$ cat src/include/uart_consts.svh
`ifndef UART_CONSTS_SVH
`define UART_CONSTS_SVH

// clocks per bit out of reset
`define UART_BAUD_DEFAULT 16'd54

// entries in each of the tx and rx FIFOs
`define UART_FIFO_DEPTH 16

// register offset width on the host bus
`define UART_ADDR_W 2

// register map
`define UART_REG_TX     0     // wr: push tx byte, rd: rx status and head
`define UART_REG_RX_POP 1     // wr: pop rx FIFO
`define UART_REG_BAUD   2     // rd/wr: clocks per bit

`endif

$ cat src/design/uart_pkg.sv
`include "uart_consts.svh"

package uart_pkg;

   typedef logic [7:0]              byte_t;
   typedef logic [15:0]             baud_t;
   typedef logic [8:0]              rx_entry_t;      // {framing error, byte}
   typedef logic [`UART_ADDR_W-1:0] reg_addr_t;

   // one host access, qualified by en
   typedef struct packed {
      logic        en;
      logic        we;
      reg_addr_t   addr;
      logic [31:0] wdata;
   } bus_req_t;

   // read word of offset 0, zero-extended on the bus
   typedef struct packed {
      logic      rx_full;
      logic      tx_full;
      logic      rx_empty;
      rx_entry_t head;
   } rx_status_t;

   typedef enum logic [2:0] {
      UTX_IDLE,
      UTX_EMPTY,
      UTX_POP,
      UTX_START,
      UTX_INUSE
   } utx_state_t;

   typedef enum logic [1:0] {
      URX_IDLE,
      URX_START,
      URX_DATA,
      URX_STOP
   } urx_state_t;

endpackage

$ cat src/design/uart_regs.sv
`timescale 1ns/1ps
`include "uart_consts.svh"

module uart_regs
(
   input  logic                 msoc_clk,
   input  logic                 rstn,
   input  uart_pkg::bus_req_t   bus_i,
   input  uart_pkg::rx_entry_t  rx_head_i,
   input  logic                 rx_empty_i,
   input  logic                 rx_full_i,
   input  logic                 tx_full_i,
   output logic [31:0]          rdata_o,
   output logic                 tx_push_o,
   output uart_pkg::byte_t      tx_byte_o,
   output logic                 rx_pop_o,
   output uart_pkg::baud_t      baud_o
);

   logic                 wr_stb;
   logic                 rd_stb;
   uart_pkg::rx_status_t status;
   logic [31:0]          rd_word;

   assign wr_stb = bus_i.en & bus_i.we;
   assign rd_stb = bus_i.en & ~bus_i.we;

   always_comb
   begin
      status.rx_full  = rx_full_i;
      status.tx_full  = tx_full_i;
      status.rx_empty = rx_empty_i;
      status.head     = rx_head_i;
   end

   always_comb
   begin
      case (bus_i.addr)
         `UART_REG_TX:   rd_word = {20'd0, status};
         `UART_REG_BAUD: rd_word = {16'd0, baud_o};
         default:        rd_word = 32'd0;      // pop register reads as zero
      endcase
   end

   // strobes last exactly one cycle, baud is a level
   always_ff @(posedge msoc_clk or negedge rstn)
   begin
      if (!rstn)
      begin
         tx_push_o <= 1'b0;
         rx_pop_o  <= 1'b0;
         baud_o    <= `UART_BAUD_DEFAULT;
      end
      else
      begin
         tx_push_o <= wr_stb && (bus_i.addr == `UART_REG_TX);
         rx_pop_o  <= wr_stb && (bus_i.addr == `UART_REG_RX_POP);
         if (wr_stb && (bus_i.addr == `UART_REG_BAUD))
         begin
            baud_o <= bus_i.wdata[15:0];
         end
      end
   end

   always_ff @(posedge msoc_clk)
   begin
      if (wr_stb && (bus_i.addr == `UART_REG_TX))
      begin
         tx_byte_o <= bus_i.wdata[7:0];      // valid alongside tx_push_o
      end
      if (rd_stb)
      begin
         rdata_o <= rd_word;                 // held until the next read
      end
   end

   // engines need at least one clock per bit
   a_baud_nonzero: assert property (@(posedge msoc_clk) disable iff (!rstn)
      baud_o != '0);

endmodule

$ cat src/design/uart_fifo.sv
`timescale 1ns/1ps
`include "uart_consts.svh"

module uart_fifo
#(
   parameter int WIDTH = 8
)
(
   input  logic             msoc_clk,
   input  logic             rstn,
   input  logic             push_i,
   input  logic [WIDTH-1:0] data_i,
   input  logic             pop_i,
   output logic [WIDTH-1:0] data_o,
   output logic             full_o,
   output logic             empty_o
);

   localparam int DEPTH = `UART_FIFO_DEPTH;
   localparam int AW    = $clog2(DEPTH);

   logic [WIDTH-1:0] mem [DEPTH];
   logic [AW-1:0]    wr_ptr;
   logic [AW-1:0]    rd_ptr;
   logic [AW:0]      count;
   logic             do_push;
   logic             do_pop;

   assign do_push = push_i & ~full_o;      // overflow is dropped
   assign do_pop  = pop_i & ~empty_o;

   assign full_o  = (count == DEPTH[AW:0]);
   assign empty_o = (count == '0);
   assign data_o  = mem[rd_ptr];           // head shown combinationally

   always_ff @(posedge msoc_clk or negedge rstn)
   begin
      if (!rstn)
      begin
         wr_ptr <= '0;
         rd_ptr <= '0;
         count  <= '0;
      end
      else
      begin
         if (do_push)
         begin
            wr_ptr <= wr_ptr + 1'b1;      // wraps at DEPTH
         end
         if (do_pop)
         begin
            rd_ptr <= rd_ptr + 1'b1;
         end
         case ({do_push, do_pop})
            2'b10:   count <= count + 1'b1;
            2'b01:   count <= count - 1'b1;
            default: count <= count;
         endcase
      end
   end

   always_ff @(posedge msoc_clk)
   begin
      if (do_push)
      begin
         mem[wr_ptr] <= data_i;
      end
   end

   // occupancy stays within the buffer
   a_count_range: assert property (@(posedge msoc_clk) disable iff (!rstn)
      count <= DEPTH[AW:0]);

endmodule

$ cat src/design/uart_tx_engine.sv
`timescale 1ns/1ps

module uart_tx_engine
(
   input  logic             msoc_clk,
   input  logic             rstn,
   input  uart_pkg::baud_t  baud_i,
   input  logic             fifo_empty_i,
   input  uart_pkg::byte_t  fifo_data_i,
   output logic             fifo_pop_o,
   output logic             tx_o
);

   uart_pkg::utx_state_t state_q;
   uart_pkg::utx_state_t state_d;
   uart_pkg::baud_t      baud_cnt;
   logic [3:0]           bit_cnt;      // 0 start, 1..8 data, 9 stop
   logic [8:0]           shreg;        // stop bit above the data byte
   logic                 bit_end;
   logic                 frame_done;

   assign bit_end    = (baud_cnt == '0);
   assign frame_done = bit_end && (bit_cnt == 4'd9);
   assign fifo_pop_o = (state_q == uart_pkg::UTX_POP);

   always_comb
   begin
      state_d = state_q;
      case (state_q)
         uart_pkg::UTX_IDLE:  state_d = uart_pkg::UTX_EMPTY;
         uart_pkg::UTX_EMPTY:
         begin
            if (!fifo_empty_i)
            begin
               state_d = uart_pkg::UTX_POP;
            end
         end
         uart_pkg::UTX_POP:   state_d = uart_pkg::UTX_START;
         uart_pkg::UTX_START: state_d = uart_pkg::UTX_INUSE;
         uart_pkg::UTX_INUSE:
         begin
            if (frame_done)
            begin
               state_d = uart_pkg::UTX_IDLE;
            end
         end
         default:             state_d = uart_pkg::UTX_IDLE;
      endcase
   end

   always_ff @(posedge msoc_clk or negedge rstn)
   begin
      if (!rstn)
      begin
         state_q  <= uart_pkg::UTX_IDLE;
         tx_o     <= 1'b1;      // line idles high
         baud_cnt <= '0;
         bit_cnt  <= '0;
      end
      else
      begin
         state_q <= state_d;
         if (state_q == uart_pkg::UTX_START)
         begin
            tx_o     <= 1'b0;      // start bit
            baud_cnt <= baud_i - 16'd1;
            bit_cnt  <= '0;
         end
         else if ((state_q == uart_pkg::UTX_INUSE) && !frame_done)
         begin
            if (bit_end)
            begin
               tx_o     <= shreg[0];
               baud_cnt <= baud_i - 16'd1;
               bit_cnt  <= bit_cnt + 4'd1;
            end
            else
            begin
               baud_cnt <= baud_cnt - 16'd1;
            end
         end
      end
   end

   // byte is taken as the pop lands, head moves on after that
   always_ff @(posedge msoc_clk)
   begin
      if (state_q == uart_pkg::UTX_POP)
      begin
         shreg <= {1'b1, fifo_data_i};
      end
      else if ((state_q == uart_pkg::UTX_INUSE) && bit_end)
      begin
         shreg <= {1'b1, shreg[8:1]};      // lsb first
      end
   end

   a_pop_not_empty: assert property (@(posedge msoc_clk) disable iff (!rstn)
      fifo_pop_o |-> !fifo_empty_i);

endmodule

$ cat src/design/uart_rx_engine.sv
`timescale 1ns/1ps

module uart_rx_engine
(
   input  logic                 msoc_clk,
   input  logic                 rstn,
   input  uart_pkg::baud_t      baud_i,
   input  logic                 rx_i,
   output logic                 push_o,
   output uart_pkg::rx_entry_t  entry_o
);

   uart_pkg::urx_state_t state_q;
   logic [2:0]           samp_q;       // first two stages also synchronize
   logic                 maj;
   logic                 maj_prev_q;
   uart_pkg::baud_t      cnt;
   logic [2:0]           bit_cnt;
   uart_pkg::byte_t      shreg;
   logic                 cnt_zero;

   assign maj = (samp_q[0] & samp_q[1]) | (samp_q[1] & samp_q[2]) |
                (samp_q[0] & samp_q[2]);
   assign cnt_zero = (cnt == '0);

   always_ff @(posedge msoc_clk or negedge rstn)
   begin
      if (!rstn)
      begin
         samp_q     <= 3'b111;
         maj_prev_q <= 1'b1;
         state_q    <= uart_pkg::URX_IDLE;
         cnt        <= '0;
         bit_cnt    <= '0;
         push_o     <= 1'b0;
      end
      else
      begin
         samp_q     <= {samp_q[1:0], rx_i};
         maj_prev_q <= maj;
         push_o     <= 1'b0;
         case (state_q)
            uart_pkg::URX_IDLE:
            begin
               if (maj_prev_q && !maj)
               begin
                  state_q <= uart_pkg::URX_START;
                  cnt     <= (baud_i >> 1) - 16'd1;      // half a bit
               end
            end
            uart_pkg::URX_START:
            begin
               if (!cnt_zero)
               begin
                  cnt <= cnt - 16'd1;
               end
               else if (!maj)
               begin
                  state_q <= uart_pkg::URX_DATA;
                  cnt     <= baud_i - 16'd1;
                  bit_cnt <= '0;
               end
               else
               begin
                  state_q <= uart_pkg::URX_IDLE;      // glitch, not a start bit
               end
            end
            uart_pkg::URX_DATA:
            begin
               if (!cnt_zero)
               begin
                  cnt <= cnt - 16'd1;
               end
               else
               begin
                  cnt     <= baud_i - 16'd1;
                  bit_cnt <= bit_cnt + 3'd1;
                  if (bit_cnt == 3'd7)
                  begin
                     state_q <= uart_pkg::URX_STOP;
                  end
               end
            end
            uart_pkg::URX_STOP:
            begin
               if (!cnt_zero)
               begin
                  cnt <= cnt - 16'd1;
               end
               else
               begin
                  push_o  <= 1'b1;      // at stop bit centre
                  state_q <= uart_pkg::URX_IDLE;
               end
            end
            default: state_q <= uart_pkg::URX_IDLE;
         endcase
      end
   end

   always_ff @(posedge msoc_clk)
   begin
      if ((state_q == uart_pkg::URX_DATA) && cnt_zero)
      begin
         shreg <= {maj, shreg[7:1]};      // lsb arrives first
      end
      if ((state_q == uart_pkg::URX_STOP) && cnt_zero)
      begin
         entry_o <= {~maj, shreg};        // low stop bit is a framing error
      end
   end

endmodule

$ cat src/design/uart_periph.sv
`timescale 1ns/1ps

module uart_periph
(
   input  logic                msoc_clk,
   input  logic                rstn,
   input  uart_pkg::bus_req_t  bus_i,
   input  logic                uart_rx_i,
   output logic [31:0]         rdata_o,
   output logic                uart_tx_o,
   output logic                uart_irq_o
);

   logic                tx_push;
   logic                tx_pop;
   logic                tx_full;
   logic                tx_empty;
   uart_pkg::byte_t     tx_byte;
   uart_pkg::byte_t     tx_head;
   logic                rx_push;
   logic                rx_pop;
   logic                rx_full;
   logic                rx_empty;
   uart_pkg::rx_entry_t rx_entry;
   uart_pkg::rx_entry_t rx_head;
   uart_pkg::baud_t     baud;

   assign uart_irq_o = ~rx_empty;      // data waiting

   uart_regs regs (
      .msoc_clk  (msoc_clk),
      .rstn      (rstn),
      .bus_i     (bus_i),
      .rx_head_i (rx_head),
      .rx_empty_i(rx_empty),
      .rx_full_i (rx_full),
      .tx_full_i (tx_full),
      .rdata_o   (rdata_o),
      .tx_push_o (tx_push),
      .tx_byte_o (tx_byte),
      .rx_pop_o  (rx_pop),
      .baud_o    (baud)
   );

   uart_fifo #(.WIDTH($bits(uart_pkg::byte_t))) tx_fifo (
      .msoc_clk(msoc_clk),
      .rstn    (rstn),
      .push_i  (tx_push),
      .data_i  (tx_byte),
      .pop_i   (tx_pop),
      .data_o  (tx_head),
      .full_o  (tx_full),
      .empty_o (tx_empty)
   );

   uart_fifo #(.WIDTH($bits(uart_pkg::rx_entry_t))) rx_fifo (
      .msoc_clk(msoc_clk),
      .rstn    (rstn),
      .push_i  (rx_push),
      .data_i  (rx_entry),
      .pop_i   (rx_pop),
      .data_o  (rx_head),
      .full_o  (rx_full),
      .empty_o (rx_empty)
   );

   uart_tx_engine tx_engine (
      .msoc_clk    (msoc_clk),
      .rstn        (rstn),
      .baud_i      (baud),
      .fifo_empty_i(tx_empty),
      .fifo_data_i (tx_head),
      .fifo_pop_o  (tx_pop),
      .tx_o        (uart_tx_o)
   );

   uart_rx_engine rx_engine (
      .msoc_clk(msoc_clk),
      .rstn    (rstn),
      .baud_i  (baud),
      .rx_i    (uart_rx_i),
      .push_o  (rx_push),
      .entry_o (rx_entry)
   );

endmodule

$ cat config.mk
export PLATFORM = sky130hd
export DESIGN_NAME = uart_periph
export DESIGN_NICKNAME = d
export VERILOG_FILES = /design/src/design/uart_pkg.sv /design/src/design/uart_regs.sv /design/src/design/uart_fifo.sv /design/src/design/uart_tx_engine.sv /design/src/design/uart_rx_engine.sv /design/src/design/uart_periph.sv
export VERILOG_INCLUDE_DIRS = /design/src /design/src/include
export SDC_FILE = /design/constraint.sdc
export NUM_CORES = 1
export LEC_CHECK = 0
export BUFFER_PORTS_ARGS = -buffer_cell sky130_fd_sc_hd__buf_4
export CAP_MARGIN = 15
export CORE_UTILIZATION = 45
export DETAILED_ROUTE_END_ITERATION = 8
export GPL_TIMING_DRIVEN = 0
export SETUP_SLACK_MARGIN = 0.1
export SLEW_MARGIN = 10
export SYNTH_ARGS = -nofsm -noshare
export SYNTH_HDL_FRONTEND = slang
export SYNTH_SLANG_ARGS = --single-unit
$ cat constraint.sdc
create_clock -name msoc_clk -period 3.6 [get_ports msoc_clk]
set_input_delay 0.36 -clock msoc_clk [delete_from_list [all_inputs] [get_ports msoc_clk]]
set_output_delay 0.36 -clock msoc_clk [all_outputs]
set_load 0.1 [all_outputs]
==> impl_metrics.yaml, run 1 <==
pwr:
  p_sw_share_pct: 30.8
  switchingPower_mw: 4.34
  power.total_mw: 14.1
  total_leakage_power_nw: 7.31
  pwr-share-clk_pct: 32.3
  internal_power_mw: 9.75
  powerDensity_nw_per_um2: 679
  combPwrFrac_pct: 25.7
  vdd_drop_max_uv: 460
  power.share.sequential_pct: 42.0
clock_tree:
  clockRootBuffer: "clkbuf_16"
  clk_pin_slew_ns: 0.06
  tritoncts: "yes"
  htree_num_levels: 2
  numCtsBuffers: 44
  cts_buffer_depth: 3
  clkSinkCount: 415
  clock_latency_ns: 0.58
place:
  port_buffers: 39
  dp_hpwl_um: 26900
  gp_congestion: 0.889
  dp.cells: 1761
  place_ws_ns: 0.419
route:
  wl_um: 39800
  num_vias: 10200
  drtIter0Drc: 857
  ant_nets: 0
  dr.pass1.iters: 5
  drc: 0
  vias_per_cell: 5.47
  wire_per_inst_um: 21.4
hold_path:
  hp-class: "input port to flip-flop"
synth:
  synth_area_per_cell_um2: 15.3
  synth_mux_area_share_pct: 12.4
  synthXorXnorAreaFrac_pct: 2.52
  synth_area_um2: 18100
  ys_warn_count: 0
  yosys.area_share.simple_pct: 8.08
  synthAdderAreaFrac_pct: 2.49
  synth-edff-count: 321
  synth.top_cell.area_share_pct: 53.4
  netlist_instances: 1180
  async_reset_ff_share_pct: 22.7
  synth-seq-cells: 415
  synth_area_leader_cell: "edfxtp_1"
  synth_top_cells_by_area: "edfxtp_1 (53%), dfrtp_1 (12%), mux4_2 (10%), ha_1 (2.2%), nand2_1 (2.0%)"
  synth_ff_type: "edfxtp_1"
  synth_compound_area_share_pct: 5.25
  yosysSeqAreaShare_pct: 66.4
  synth_top_family_by_area: "multiplexers"
  synthDistinctLibCells: 60
floorplan:
  pin_count: 73
  die_h_um: 202
  core_um2: 39600
  die_w_um: 202
  die_area_um2: 40900
  fp-row-count: 73
  initial_utilization_pct: 45.6
cells_and_area:
  final_cell_mix: "edfxtp_1 (321), nand2_1 (94), dfrtp_1 (85), mux4_2 (84), nor2_1 (72)"
  drive_above_1_share_pct: 20.7
  area_growth_pct: 14.9
  diodes: 0
  nNetsFinal: 1371
  mostFrequentLayoutCell: "edfxtp_1"
  instances_no_fill: 1859
global_route:
  grt.total_usage_pct: 20.0
  antenna_found_initial: 1
  grt-ovfl-total: 0
  grt_start_max_net_pins: 95
  first_global_vias: 10200
  grt_pass1_wl_um: 61100
sta:
  slew_headroom_pct: 33.4
  finalCritPeriodShare_pct: 90.3
  worst_pin_slew_ns: 0.999
  tns_ns: 0
  rsz0062_at_grt: "no"
  finalHoldViolCount: 0
  setup_viol: 0
  max_freq_mhz: 308
  period_minus_slack_ns: 3.25
  slew_violations: 0
  worst_slack_ns: 0.349
  skew_ns: 0.0256
critical_path:
  cp.arrival_ns: 3.70
  cp.required_ns: 4.05
  end_kind: "flip-flop"
  critPathLaunchType: "flip-flop"
  crit_type: "flip-flop to flip-flop"
  critPathMaxFanout: 7
run_status:
  status: "finished clean"
flow_run:
  max_cap_viol_count: 0
-- flip-flops by register name, indices dropped and copies added (netlist names), 5 cells and up, named ones only --
| register | cells |
|---|---|
| regs.baud_o | 16 |
| regs.rdata_o | 16 |
| regs.tx_byte_o | 8 |
| rx_engine.cnt | 16 |
| rx_engine.entry_o | 9 |
| rx_engine.shreg | 8 |
| rx_fifo.count | 5 |
| rx_fifo.mem | 144 |
| tx_engine.baud_cnt | 16 |
| tx_engine.shreg | 8 |
| tx_fifo.count | 5 |
| tx_fifo.mem | 128 |
-- power groups by stage --
| stage | clock network, mW | registers (mW) | logic (mW) |
|---|---|---|---|
| floorplan | 0 | 5.97 | 2.68 |
| global placement | 0 | 5.99 | 3.56 |
| detailed placement | 0 | 6.00 | 3.61 |
| CTS | 4.66 | 5.91 | 3.64 |
| global route | 4.82 | 5.98 | 3.97 |
| finish | 4.56 | 5.92 | 3.62 |
-- path summary, 6_finish.rpt --
path / depth (start not counted) / from / slack, ns / to
max in group asynchronous: 2 / rstn / 2.46 / rx_fifo.wr_ptr[0]
hold / removal: 2 / bus_i[14] / 0.03 / regs.baud_o[14]
setup reg to reg: 8 / rx_engine.cnt[0] / 0.35 / rx_engine.cnt[8]
min in group asynchronous: 2 / rstn / 0.46 / tx_engine.baud_cnt[14]
setup / recovery: 8 / rx_engine.cnt[0] / 0.35 / rx_engine.cnt[8]
hold reg to reg: 0 / rx_engine.samp_q[0] / 0.37 / rx_engine.samp_q[1]
-- through the flow --
stage / hold slack, ns / util, % / area (µm²)
floorplan: 0.0644 / - / 18100
detailed placement: 0.363 / 48.3 / 19100
global route: 0.0159 / 52.4 / 20800
CTS: 0.00619 / 52.4 / 20800
finish: 0.0313 / 52.4 / 20800
global placement: 0.357 / 48.1 / 19100
-- per-layer routing --
metal  routed length (µm)  vias up  track usage, %
met5                    9        -               0
met4                  722        2            4.86
met3                 1950       54            3.90
met2                19400      224            32.3
met1                17700     5201            27.9
li1                     -     4689               -
-- synthesized netlist by cell type, types with 8 or more instances --
cell / instances
nor3_1: 26
edfxtp_1: 321
xnor2_1: 30
mux2_2: 27
o21ai_0: 50
inv_1: 34
dfstp_2: 9
mux4_2: 84
clkbuf_1: 41
nand3_1: 15
and2_1: 12
nor4_1: 11
a22o_1: 11
buf_1: 8
nand4_1: 9
nor2_1: 72
xor2_1: 22
nand2b_1: 16
buf_2: 13
buf_4: 16
a21o_1: 8
nand2_1: 94
a21oi_1: 40
ha_1: 32
dfrtp_1: 85
-- cell type report --
class / count / area, µm²
fillers: 3317 / 18900
flip-flops and latches: 415 / 12000
multi-input cells: 668 / 5680
clock buffers: 63 / 1220
well taps: 525 / 657
repair buffers: 57 / 472
plain buffers: 78 / 369
clock inverters: 19 / 229
inverters: 34 / 128
-- what timing repair did --
item	4_1_cts	5_1_grt
endpoints found under the setup margin	0	1
resized for setup	0	1
hold buffers	16	0
hold endpoints to repair	101	0
setup buffers	0	0
-- worst max-delay path: stages, from the launching register on --
cell and delay (ns):
dfrtp_1 0.43, inv_1 0.12, ha_1 0.25, nor4b_1 0.64, nand4_1 0.44, a21oi_1 0.65
nor3_1 0.12, o311ai_0 0.35, o21ai_1 0.11
-- logic make-up after synthesis --
logic type	count (synthesis)
adder cells (fa/ha/maj)	35
AND/OR/NAND/NOR	296
XOR/XNOR	52
buffers and inverters	112
AO/OA/AOI/OAI	153
multiplexers	116
flip-flops	415
other	1
Note: power is estimated with default switching activity, not from simulation.
==> run 2: changes to the inputs <==
--- a/config.mk
+++ b/config.mk
@@ -11,6 +11,7 @@
 export CORE_UTILIZATION = 45
 export DETAILED_ROUTE_END_ITERATION = 8
 export GPL_TIMING_DRIVEN = 0
+export MAX_ROUTING_LAYER = met4
 export SETUP_SLACK_MARGIN = 0.1
 export SLEW_MARGIN = 10
 export SYNTH_ARGS = -nofsm -noshare
==> impl_metrics.yaml, run 2 (synthesis gave the netlist of run 1 again) <==
run_status:
  status: "finished clean"
place:
  dp_hpwl_um: 26800
  placed_area_um2: 19100
  gp_congestion: 0.887
  port_buffers: 39
cells_and_area:
  stdcell_area_um2: 20800
  largest_reg_flops: 144
  reg_top3: "rx_fifo.mem (144), tx_fifo.mem (128)"
  final_cell_mix: "edfxtp_1 (321), nand2_1 (94), dfrtp_1 (85), mux4_2 (84), nor2_1 (72)"
  nNetsFinal: 1369
  top_register: "rx_fifo.mem"
  drive_above_1_share_pct: 21.3
  area_growth_pct: 15.4
  mostFrequentLayoutCell: "edfxtp_1"
sta:
  max_freq_mhz: 312
  period_minus_slack_ns: 3.21
  timing.hold.ws_ns: 0.0256
  slew_violations: 0
  skew_ns: 0.0260
  rsz0062_at_grt: "no"
  setup_viol: 0
  finalHoldViolCount: 0
  finalCritPeriodShare_pct: 89.1
  slew_headroom_pct: 36.0
  worst_pin_slew_ns: 0.956
floorplan:
  initial_utilization_pct: 45.6
  core_um2: 39600
  die_area_um2: 40900
  die_h_um: 202
  pin_count: 73
  fp-row-count: 73
  die_w_um: 202
global_route:
  grt.total_usage_pct: 20.3
  grt_start_max_net_pins: 95
  antenna_found_initial: 1
  grt_pass1_wl_um: 60600
  grt-ovfl-total: 0
  first_global_vias: 10200
clock_tree:
  htree_num_levels: 2
  cts_setup_buffers: 0
  tritoncts: "yes"
  clkSinkCount: 415
  clk_pin_slew_ns: 0.06
  clockRootBuffer: "clkbuf_16"
  cts_buffer_depth: 3
  numCtsBuffers: 44
  clock_latency_ns: 0.58
route:
  num_vias: 10100
  ant_nets: 0
  wl_um: 39100
  dr.pass1.iters: 5
  vias_per_cell: 5.43
  drtIter0Drc: 643
  drc: 0
  wire_per_inst_um: 21.0
pwr:
  powerDensity_nw_per_um2: 687
  total_leakage_power_nw: 7.35
  vdd_drop_max_uv: 435
critical_path:
  cp.required_ns: 4.03
  critPathMaxFanout: 10
  crit_type: "flip-flop to flip-flop"
  critPathLaunchType: "flip-flop"
  end_kind: "flip-flop"
  max_stage_delay_ns: 0.61
  crit_path_cell_trace: "inv_1 > ha_1 > nor4b_1 > nand4_1 > o21bai_1 > buf_2 > nor2_1 > a22oi_1 > o21ai_0"
  cp_slowest_cell: "o21bai_1"
  cp.arrival_ns: 3.64
flow_run:
  max_cap_viol_count: 0
hold_path:
  hp-class: "input port to flip-flop"
==> run 2: final cells by class <==
type / instances / area, µm²
clock buffers: 52 / 1170
clock inverters: 30 / 392
well taps: 525 / 657
inverters: 34 / 128
flip-flops and latches: 415 / 12000
diodes: 1 / 2.50
plain buffers: 78 / 369
multi-input cells: 668 / 5680
repair buffers: 55 / 447
fillers: 3317 / 18800
==> run 2: worst max-delay path, delay by kind of cell, from the launching register on <==
kind | cells | cell delay [ns]
compound gates | 3 | 0.87
fa+ha+maj | 1 | 0.25
buf+inv | 2 | 0.46
flops | 1 | 0.42
simple gates | 3 | 1.07
==> run 2: path summary, 6_finish.rpt <==
| kind | start | to | slack, ns | cells after the start |
|---|---|---|---|---|
| hold reg to reg | rx_engine.samp_q[0] | rx_engine.samp_q[1] | 0.37 | 0 |
| setup / recovery | rx_engine.cnt[0] | rx_engine.cnt[12] | 0.39 | 9 |
| setup reg to reg | rx_engine.cnt[0] | rx_engine.cnt[12] | 0.39 | 9 |
| hold / removal | bus_i[13] | regs.baud_o[13] | 0.03 | 2 |
| max in group asynchronous | rstn | rx_fifo.wr_ptr[1] | 2.49 | 2 |
| min in group asynchronous | rstn | tx_engine.baud_cnt[13] | 0.47 | 2 |
==> run 2: stage by stage <==
stage | power (mW) | setup TNS [ns] | util (%) | setup slack, ns | cells
2_1_floorplan | 8.65 | 0 | - | 0.313 | 1195
3_5_place_dp | 9.61 | 0 | 48.2 | 0.290 | 1761
6_report | 14.3 | 0 | 52.6 | 0.394 | 1858
3_3_place_gp | 9.54 | -0.115 | 48.1 | -0.115 | 1759
4_1_cts | 14.4 | 0 | 52.5 | 0.294 | 1857
5_1_grt | 15.0 | 0 | 52.6 | 0.170 | 1858
==> run 2: routing by layer <==
layer	part of all wire (%)	wire [µm]	global-route usage, %
met1	44	17100	26.9
met2	50	19400	32.5
met3	4.5	1740	3.53
met4	2.0	790	5.53
met5	0	0	-
==> run 2: report_power, final <==
group	switching (mW)	total (mW)	leakage, nW	internal [mW]
registers	0.371	5.92	4.07	5.54
logic	2.06	3.59	2.52	1.53
clock network	1.89	4.80	0.757	2.92
total	4.32	14.3	7.35	9.99
==> run 2: timing repair <==
item	CTS	global route
gates resized for setup	0	2
hold endpoints to repair	98	0
hold buffers	14	0
endpoints found under the setup margin	0	2
